--- config.mk ---
export PLATFORM = sky130hd
export DESIGN_NAME = operand_select
export DESIGN_NICKNAME = d
export VERILOG_FILES = /design/src/source/decode_pkg.sv /design/src/source/operand_select.sv
export SDC_FILE = /design/constraint.sdc
export NUM_CORES = 1
export LEC_CHECK = 0
export ABC_AREA = 1
export BUFFER_PORTS_ARGS = -buffer_cell sky130_fd_sc_hd__buf_4
export CAP_MARGIN = 20
export CORE_AREA = 2 2 164 166
export DETAILED_ROUTE_END_ITERATION = 7
export DIE_AREA = 0 0 166 168
export MAX_ROUTING_LAYER = met4
export PLACE_DENSITY = 0.39
export SYNTH_ARGS = -nofsm -noshare
export SYNTH_HDL_FRONTEND = slang
export SYNTH_SLANG_ARGS = --single-unit
export TNS_END_PERCENT = 20
--- constraint.sdc ---
create_clock -name vclk -period 1.51
set_clock_uncertainty 0.05 [all_clocks]
set_input_delay 0.151 -clock vclk [all_inputs]
set_output_delay 0.151 -clock vclk [all_outputs]
set_load 0.03 [all_outputs]
--- src/source/decode_pkg.sv ---
`default_nettype none

package decode_pkg;

  typedef logic [31:0] word_t;
  typedef logic [4:0]  reg_addr_t;

  // Major opcodes handled by this decoder
  typedef enum logic [6:0] {
    OP       = 7'b0110011,
    OP_IMM   = 7'b0010011,
    LUI      = 7'b0110111,
    AUIPC    = 7'b0010111,
    JAL      = 7'b1101111,
    JALR     = 7'b1100111,
    BRANCH   = 7'b1100011,
    MISC_MEM = 7'b0001111,
    SYSTEM   = 7'b1110011
  } opcode_t;

  // ADD must stay at zero so a bubble decodes as a plain add
  typedef enum logic [3:0] {
    ALU_ADD  = 4'd0,
    ALU_SUB  = 4'd1,
    ALU_SLL  = 4'd2,
    ALU_SLT  = 4'd3,
    ALU_SLTU = 4'd4,
    ALU_XOR  = 4'd5,
    ALU_SRL  = 4'd6,
    ALU_SRA  = 4'd7,
    ALU_OR   = 4'd8,
    ALU_AND  = 4'd9
  } alu_op_t;

  typedef enum logic [1:0] {
    SRC_A_RS1  = 2'd0,
    SRC_A_PC   = 2'd1,
    SRC_A_ZERO = 2'd2
  } src_a_sel_t;

  typedef enum logic [1:0] {
    SRC_B_RS2          = 2'd0,
    SRC_B_IMM_OR_SHAMT = 2'd1,
    SRC_B_IMM_U        = 2'd2
  } src_b_sel_t;

  typedef enum logic [1:0] {
    W_ALU   = 2'd0,
    W_PC4   = 2'd1,
    W_IMM_U = 2'd2
  } w_src_t;

  // Branch condition, straight from funct3
  typedef logic [2:0] branch_type_t;

  localparam word_t HALT_WORD = 32'hFFFF_FFFF;

endpackage

`default_nettype wire

--- src/source/operand_select.sv ---
`default_nettype none

module operand_select (
  input  decode_pkg::src_a_sel_t src_a_sel,
  input  decode_pkg::src_b_sel_t src_b_sel,
  input  decode_pkg::w_src_t     w_src,
  input  logic                   j_sel,
  input  logic                   imm_shamt_sel,
  input  decode_pkg::word_t      rs1_data,
  input  decode_pkg::word_t      rs2_data,
  input  decode_pkg::word_t      pc,
  input  decode_pkg::word_t      pc4,
  input  decode_pkg::word_t      imm_i_ext,
  input  decode_pkg::word_t      imm_uj_ext,
  input  decode_pkg::word_t      imm_u,
  input  decode_pkg::word_t      shamt,
  output decode_pkg::word_t      port_a,
  output decode_pkg::word_t      port_b,
  output decode_pkg::word_t      wdata,
  output decode_pkg::word_t      j_base,
  output decode_pkg::word_t      j_offset
);

  decode_pkg::word_t imm_or_shamt;

  assign imm_or_shamt = imm_shamt_sel ? shamt : imm_i_ext;

  always_comb begin
    case (src_a_sel)
      decode_pkg::SRC_A_RS1: port_a = rs1_data;
      decode_pkg::SRC_A_PC:  port_a = pc;
      default:               port_a = '0;
    endcase
  end

  always_comb begin
    case (src_b_sel)
      decode_pkg::SRC_B_RS2:          port_b = rs2_data;
      decode_pkg::SRC_B_IMM_OR_SHAMT: port_b = imm_or_shamt;
      decode_pkg::SRC_B_IMM_U:        port_b = imm_u;
      default:                        port_b = '0;
    endcase
  end

  // ALU results are picked up in execute, only the side values go here
  always_comb begin
    case (w_src)
      decode_pkg::W_PC4:   wdata = pc4;
      decode_pkg::W_IMM_U: wdata = imm_u;
      default:             wdata = '0;
    endcase
  end

  // JAL is pc relative, JALR is register relative
  always_comb begin
    if (j_sel) begin
      j_base   = pc;
      j_offset = imm_uj_ext;
    end else begin
      j_base   = rs1_data;
      j_offset = imm_i_ext;
    end
  end

endmodule

`default_nettype wire

==> results.cfg <==
[status]
status = completed

[synth]
syn-mean-instance-area_um2 = 4.23
synth.area.top_cells = nand2_1 43%, nand3_1 15%, inv_1 15%
yosys.cell_types.count = 12
ys_warn_count = 0
ys_seq_area_share_pct = 0
synth_common_cells = 352 x nand2_1, 123 x inv_1, 96 x nand3_1
syn_inst = 735
yosysTopAreaCellShare_pct = 42.5
yosys.area.top_type = nand2_1
netlist_area_um2 = 3110
synth_nets = 1001
yosys.cell_count.top_type = nand2_1

[timing]
rsz0062_at_grt = no
min_period_ns = 1.32
hold_violations = 0
tns_ns = 0
timing.hold.ws_ns = 0.571
setup_slack_ns = 0.186
slew_violations = 0
finalCritPeriodShare_pct = 87.7
timing.fmax_mhz = 755
setup_viol = 0
relSlewSlack_pct = 75.0
worst_pin_slew_ns = 0.374

[layout]
drive_above_1_share_pct = 40.8
syn_to_final_growth_pct = 117
seqCellArea_um2 = 0
diodes = 0
fin_area_um2 = 6750
instances_no_fill = 1471
n_fill_cell = 3147
nClkBuffers = 0
final_core_util_pct = 25.6
nets = 1398
seq_cells = 0

[min_path]
whs_path_depth = 4
min_to = port_a[14]
hold_start = rs1_data[14]
hold_class = primary input to primary output

[setup_path]
crit_fanout = 13
crit_path_start_kind = primary input
cp.required_ns = 1.31
crit_type = primary input to primary output
crit_arrival_ns = 1.12
cp-end-kind = primary output

[placed_design]
place_congestion = 0.809
place_inst = 1471
place_area_um2 = 6750
dp_worst_setup_slack_ns = 0.188
dp_hpwl_mm = 18.7
io_buffers = 424

[route]
drtAntennaViolNets = 0
drc = 0
num_vias = 5673
routed_wirelength_mm = 21.8
vias_per_cell = 3.86
wl_per_cell_um = 14.8
firstDrtPassIters = 4
drt-initial-drc-count = 245

[clock_tree]
cts_resized = 0
cts_hold_buf = 0
post_cts_buffers = 0

[pwr]
irDropWorstVdd_mv = 0.159
p_per_area_nw_per_um2 = 387
power_mw = 2.62
power_leakage_nw = 4.10

[global_route]
grt_pass1_vias = 5482
antenna_found_initial = 0
grt_max_degree = 42
grt_pass1_wl_mm = 32.1
grt_overflow = 0
track_usage_pct = 14.8

[run]
cap_violations = 0

[floorplanning]
row_count = 60
dieWidth_um = 166
core_um2 = 26400
dieArea_um2 = 27900
num_io_pins = 424
start_util_pct = 11.8
fp.dieH_um = 168
routing by layer:
| layer | vias to the layer above | share of wire, % | track usage, % | wire length, um |
|---|---|---|---|---|
| met5 | - | 0 | - | 0 |
| met4 | 0 | 0.56 | 0.907 | 123 |
| met3 | 10 | 5.9 | 1.90 | 1290 |
| met2 | 243 | 50 | 26.7 | 11000 |
| met1 | 2416 | 43 | 18.3 | 9430 |
| li1 | 3004 | - | - | - |
report_power, final:
group          internal [mW]  switching, mW
Combinational           1.11           1.51
Clock                      0              0
Sequential                 0              0
Total                   1.11           1.51
worst max-delay path by stage:
stage	start	to	slack (ns)	cells past startpoint
6_report	w_src[0]	wdata[7]	0.19	7
5_1_grt	w_src[1]	wdata[28]	0.08	7
4_1_cts	w_src[0]	wdata[7]	0.18	7
3_5_place_dp	w_src[0]	wdata[7]	0.19	7
3_3_place_gp	w_src[0]	wdata[6]	0.18	7
2_1_floorplan	w_src[0]	wdata[10]	0.10	4
critical path, cell delays in order:
cell and delay [ns]:
buf_4 0.11, inv_1 0.05, ha_1 0.20, buf_4 0.21
nand2_1 0.08, a21oi_1 0.13, buf_4 0.18
area by class of cell:
| class | count | area (um2) | area share (%) |
|---|---|---|---|
| Tap cell | 341 | 427 | 6.32 |
| Timing Repair Buffer | 448 | 3490 | 51.7 |
| Multi-Input combinational cell | 549 | 2340 | 34.6 |
| Inverter | 133 | 499 | 7.40 |
cell usage in the layout (no fill, tap or decap):
cell / instances
a21oi_1: 32
buf_12: 10
buf_4: 438
ha_1: 2
inv_1: 123
inv_2: 10
nand2_1: 352
nand3_1: 96
nor2_2: 1
nor2_4: 2
o21ai_0: 64
cells by family after synthesis:
group	Yosys count	share of synthesized area, %
adder cells (fa/ha/maj)	2	0.806
AO/OA/AOI/OAI	96	15.5
AND/OR/NAND/NOR	451	58.9
buffers and inverters	186	24.8
(Power assumes the default switching activity.)
