File: src/source/decode_pkg.sv
`default_nettype none

package decode_pkg;

  typedef logic [31:0] word_t;
  typedef logic [4:0]  reg_addr_t;

  // Major opcodes handled by this decoder
  typedef enum logic [6:0] {
    OP       = 7'b0110011,
    OP_IMM   = 7'b0010011,
    LUI      = 7'b0110111,
    AUIPC    = 7'b0010111,
    JAL      = 7'b1101111,
    JALR     = 7'b1100111,
    BRANCH   = 7'b1100011,
    MISC_MEM = 7'b0001111,
    SYSTEM   = 7'b1110011
  } opcode_t;

  // ADD must stay at zero so a bubble decodes as a plain add
  typedef enum logic [3:0] {
    ALU_ADD  = 4'd0,
    ALU_SUB  = 4'd1,
    ALU_SLL  = 4'd2,
    ALU_SLT  = 4'd3,
    ALU_SLTU = 4'd4,
    ALU_XOR  = 4'd5,
    ALU_SRL  = 4'd6,
    ALU_SRA  = 4'd7,
    ALU_OR   = 4'd8,
    ALU_AND  = 4'd9
  } alu_op_t;

  typedef enum logic [1:0] {
    SRC_A_RS1  = 2'd0,
    SRC_A_PC   = 2'd1,
    SRC_A_ZERO = 2'd2
  } src_a_sel_t;

  typedef enum logic [1:0] {
    SRC_B_RS2          = 2'd0,
    SRC_B_IMM_OR_SHAMT = 2'd1,
    SRC_B_IMM_U        = 2'd2
  } src_b_sel_t;

  typedef enum logic [1:0] {
    W_ALU   = 2'd0,
    W_PC4   = 2'd1,
    W_IMM_U = 2'd2
  } w_src_t;

  // Branch condition, straight from funct3
  typedef logic [2:0] branch_type_t;

  localparam word_t HALT_WORD = 32'hFFFF_FFFF;

endpackage

`default_nettype wire

File: src/source/instr_decoder.sv
`default_nettype none

module instr_decoder (
  input  decode_pkg::word_t        instr,
  output decode_pkg::opcode_t      opcode,
  output decode_pkg::reg_addr_t    rs1,
  output decode_pkg::reg_addr_t    rs2,
  output decode_pkg::reg_addr_t    rd,
  output decode_pkg::word_t        imm_i_ext,
  output decode_pkg::word_t        imm_uj_ext,
  output decode_pkg::word_t        imm_sb_ext,
  output decode_pkg::word_t        imm_u,
  output decode_pkg::word_t        shamt,
  output logic                     imm_shamt_sel,
  output decode_pkg::src_a_sel_t   src_a_sel,
  output decode_pkg::src_b_sel_t   src_b_sel,
  output decode_pkg::w_src_t       w_src,
  output decode_pkg::alu_op_t      alu_op,
  output logic                     wen,
  output logic                     jump,
  output logic                     j_sel,
  output logic                     branch,
  output decode_pkg::branch_type_t branch_type,
  output logic                     ifence,
  output logic                     halt_instr,
  output logic                     illegal
);

  logic [2:0]          funct3;
  logic [6:0]          funct7;
  decode_pkg::alu_op_t alu_fn;

  // Register fields
  assign opcode = decode_pkg::opcode_t'(instr[6:0]);
  assign rd     = instr[11:7];
  assign funct3 = instr[14:12];
  assign rs1    = instr[19:15];
  assign rs2    = instr[24:20];
  assign funct7 = instr[31:25];

  // Immediates, all sign extended from bit 31 except U and shamt
  assign imm_i_ext  = {{20{instr[31]}}, instr[31:20]};
  assign imm_uj_ext = {{11{instr[31]}}, instr[31], instr[19:12], instr[20], instr[30:21], 1'b0};
  assign imm_sb_ext = {{19{instr[31]}}, instr[31], instr[7], instr[30:25], instr[11:8], 1'b0};
  assign imm_u      = {instr[31:12], 12'b0};
  assign shamt      = {27'b0, instr[24:20]};

  assign branch_type = funct3;

  // Shift immediates take the shamt field instead of the I immediate
  assign imm_shamt_sel = (opcode == decode_pkg::OP_IMM) &&
                         ((funct3 == 3'b001) || (funct3 == 3'b101));

  // ALU function for OP and OP-IMM, SUB only exists in the register form
  always_comb begin
    case (funct3)
      3'b000:  alu_fn = (opcode == decode_pkg::OP && funct7[5]) ?
                        decode_pkg::ALU_SUB : decode_pkg::ALU_ADD;
      3'b001:  alu_fn = decode_pkg::ALU_SLL;
      3'b010:  alu_fn = decode_pkg::ALU_SLT;
      3'b011:  alu_fn = decode_pkg::ALU_SLTU;
      3'b100:  alu_fn = decode_pkg::ALU_XOR;
      3'b101:  alu_fn = funct7[5] ? decode_pkg::ALU_SRA : decode_pkg::ALU_SRL;
      3'b110:  alu_fn = decode_pkg::ALU_OR;
      default: alu_fn = decode_pkg::ALU_AND;
    endcase
  end

  always_comb begin
    src_a_sel  = decode_pkg::SRC_A_RS1;
    src_b_sel  = decode_pkg::SRC_B_RS2;
    w_src      = decode_pkg::W_ALU;
    alu_op     = decode_pkg::ALU_ADD;
    wen        = 1'b0;
    jump       = 1'b0;
    j_sel      = 1'b0;
    branch     = 1'b0;
    ifence     = 1'b0;
    halt_instr = 1'b0;
    illegal    = 1'b0;

    if (instr == decode_pkg::HALT_WORD) begin
      halt_instr = 1'b1;
    end else begin
      case (opcode)
        decode_pkg::OP: begin
          alu_op = alu_fn;
          wen    = 1'b1;
        end
        decode_pkg::OP_IMM: begin
          src_b_sel = decode_pkg::SRC_B_IMM_OR_SHAMT;
          alu_op    = alu_fn;
          wen       = 1'b1;
        end
        decode_pkg::LUI: begin
          src_a_sel = decode_pkg::SRC_A_ZERO;
          src_b_sel = decode_pkg::SRC_B_IMM_U;
          w_src     = decode_pkg::W_IMM_U;
          wen       = 1'b1;
        end
        decode_pkg::AUIPC: begin
          src_a_sel = decode_pkg::SRC_A_PC;
          src_b_sel = decode_pkg::SRC_B_IMM_U;
          wen       = 1'b1;
        end
        decode_pkg::JAL: begin
          w_src = decode_pkg::W_PC4;
          wen   = 1'b1;
          jump  = 1'b1;
          j_sel = 1'b1;
        end
        decode_pkg::JALR: begin
          w_src = decode_pkg::W_PC4;
          wen   = 1'b1;
          jump  = 1'b1;
        end
        decode_pkg::BRANCH: begin
          // Compare rs1 against rs2 in the ALU
          alu_op = decode_pkg::ALU_SUB;
          branch = 1'b1;
        end
        decode_pkg::MISC_MEM: begin
          // Plain FENCE is a no-op on this in-order core
          ifence = (funct3 == 3'b001);
        end
        decode_pkg::SYSTEM: begin
        end
        default: begin
          illegal = 1'b1;
        end
      endcase
    end
  end

endmodule

`default_nettype wire

File: config.mk
export PLATFORM = sky130hd
export DESIGN_NAME = instr_decoder
export DESIGN_NICKNAME = d
export VERILOG_FILES = /design/src/source/decode_pkg.sv /design/src/source/instr_decoder.sv
export SDC_FILE = /design/constraint.sdc
export NUM_CORES = 1
export LEC_CHECK = 0
export ABC_AREA = 1
export ABC_CLOCK_PERIOD_IN_PS = 800
export BUFFER_PORTS_ARGS = -buffer_cell sky130_fd_sc_hd__buf_2
export CORE_MARGIN = 2
export CORE_UTILIZATION = 25
export DETAILED_ROUTE_END_ITERATION = 16
export PLACE_DENSITY = 0.65
export SLEW_MARGIN = 20
export SYNTH_ARGS = -nofsm -noshare
export SYNTH_HDL_FRONTEND = slang
export SYNTH_SLANG_ARGS = --single-unit
File: constraint.sdc
create_clock -name vclk -period 0.8
set_input_delay 0.04 -clock vclk [all_inputs]
set_output_delay 0.04 -clock vclk [all_outputs]
set_load 0.02 [all_outputs]
==> impl_metrics.toml <==
[status]
status = "finished with violations"
violations = "setup timing"

[sta]
max_freq_ghz = 0.955
rsz0062_at_grt = "yes"
setup_viol = 12
setup_tns_ns = -1.38
period_minus_slack_ns = 1.05
drv_slew = 0
fin_ws_ns = -0.247
fin_crit_sh = 1.31
hold_viol = 0

[grt]
grt_pass1_wl_um = 6970
overflow = 0
grtUsageTotal = 0.0998
grt_max_degree = 55
antenna_found_initial = 0
grt_pass1_vias = 1424

[critical_path]
crit_top_cell = "buf_4"
start_kind = "input pin"
worstPathCellList = "buf_8 > inv_8 > nand2_4 > nor2_4 > buf_4 > nand2_1 > nor2_1 > buf_4"
crit_required_ns = 0.76
path_delay_family = "buffers and inverters"
crit_path_top_delay_cell = "nor2_4"
critPathBufInv = 4
end_kind = "output port"
crit_fanout = 6
cp_slowest_stage_delay_ns = 0.18
cp_data_arrival_time_ns = 1.01
critPathKind = "in -> out"

[floorplan]
initial_core_util = 0.257
die_x_um = 90.4
io_pins = 235
die_h_um = 90.4
dieArea_um2 = 8170
coreArea_um2 = 7250
num_rows = 31

[placed_design]
io_buffers = 194
pre_cts_ws_ns = -0.231
hpwl_um = 3920
placed_cells = 469
gp_congestion = 0.736

[logic_synthesis]
synth.area.top_cells = "buf_4 (74%), nand2_1 (5.8%), nor2_1 (3.6%)"
seq_area_frac_synth = 0
yosys.area.top_type_share = 0.744
netlist_instances = 289
synthDistinctLibCells = 16
yosysTopAreaCell = "buf_4"
synth.most_common_cell = "buf_4"
yosysWarnings = 0
synth_common_cells = "buf_4 (185), nand2_1 (29), nor2_1 (18)"
synth.avg_cell_area_um2 = 6.46
syn-cell-area_um2 = 1870

[finish]
seq_area_um2 = 0
instances_no_fill = 474
area_growth_pct = 36.9
antenna_cells = 0
post-route-util = 0.352
final_nets = 409
nClkBuffers = 0
drive_gt1_frac = 0.779
seq_cell_count = 0

[pwr]
p_total_w = 0.00172
p_leak_nw = 1.45
peakVddDrop_mv = 0.219
power.density_nw_per_um2 = 675

[routing]
first_pass_iters = 4
drt_wl_total_um = 5080
wl_per_cell_um = 10.7
ant_nets = 0
via_per_inst = 3.74
vias = 1771
drc_errors = 0
initialDrtViolationCount = 22

[cts]
hold_buffers = 0

[hold_path]
min_path_type = "in -> out"

[job]
max_cap_viol_count = 0
## metrics by stage
step / hold slack, ns / cell area, µm²
2_1_floorplan: 0.131 / 2040
3_3_place_gp: 0.324 / 1990
3_5_place_dp: 0.325 / 1990
4_1_cts: 0.317 / 2280
5_1_grt: 0.330 / 2550
6_report: 0.324 / 2550
## cells by family (layout without fill, tap and decap cells)
| kind of cell | count (synthesis) | in the layout | synth area share |
|---|---|---|---|
| compound gates | 7 | 7 | 0.0188 |
| buf+inv | 203 | 249 | 0.781 |
| other cells | 1 | 41 | 0.00201 |
| simple gates | 78 | 78 | 0.199 |
## worst paths after layout
path	end	slack [ns]	depth (start not counted)	start
min	imm_u[24]	0.32	2	instr[24]
max	alu_op[3]	-0.25	8	instr[2]
## power breakdown
group	switching [W]	internal, W
Clock	0	0
Sequential	0	0
Combinational	0.00114	0.000583
Total	0.00114	0.000583
## timing repair
item	4_1_cts	5_1_grt
pin swaps	19	28
endpoints found under the setup margin	18	72
resized for setup	81	72
buffers inserted	3	3
## per-layer routing
layer	routed length [µm]	GRT usage	vias to the layer above
met3	501	0.00835	14
met1	1550	0.103	777
met5	0	0	-
met2	2890	0.218	142
li1	-	-	838
met4	138	0.0103	0
## final cells by class
cell class         count  area (µm²)
multi-input cells    126         812
well taps             99         124
fillers              744        4700
inverters             18         115
repair buffers       231        1500
## cells in the final DEF, fill, tap and decap left out, drive strengths merged
cell / n
a21oi: 6
o21ai: 1
nand2: 31
buf: 231
nor4: 1
nor2: 26
nand3: 10
nor3: 6
conb: 41
clkinv: 2
inv: 16
nand4: 4
Note: power is estimated with default switching activity, not from simulation.
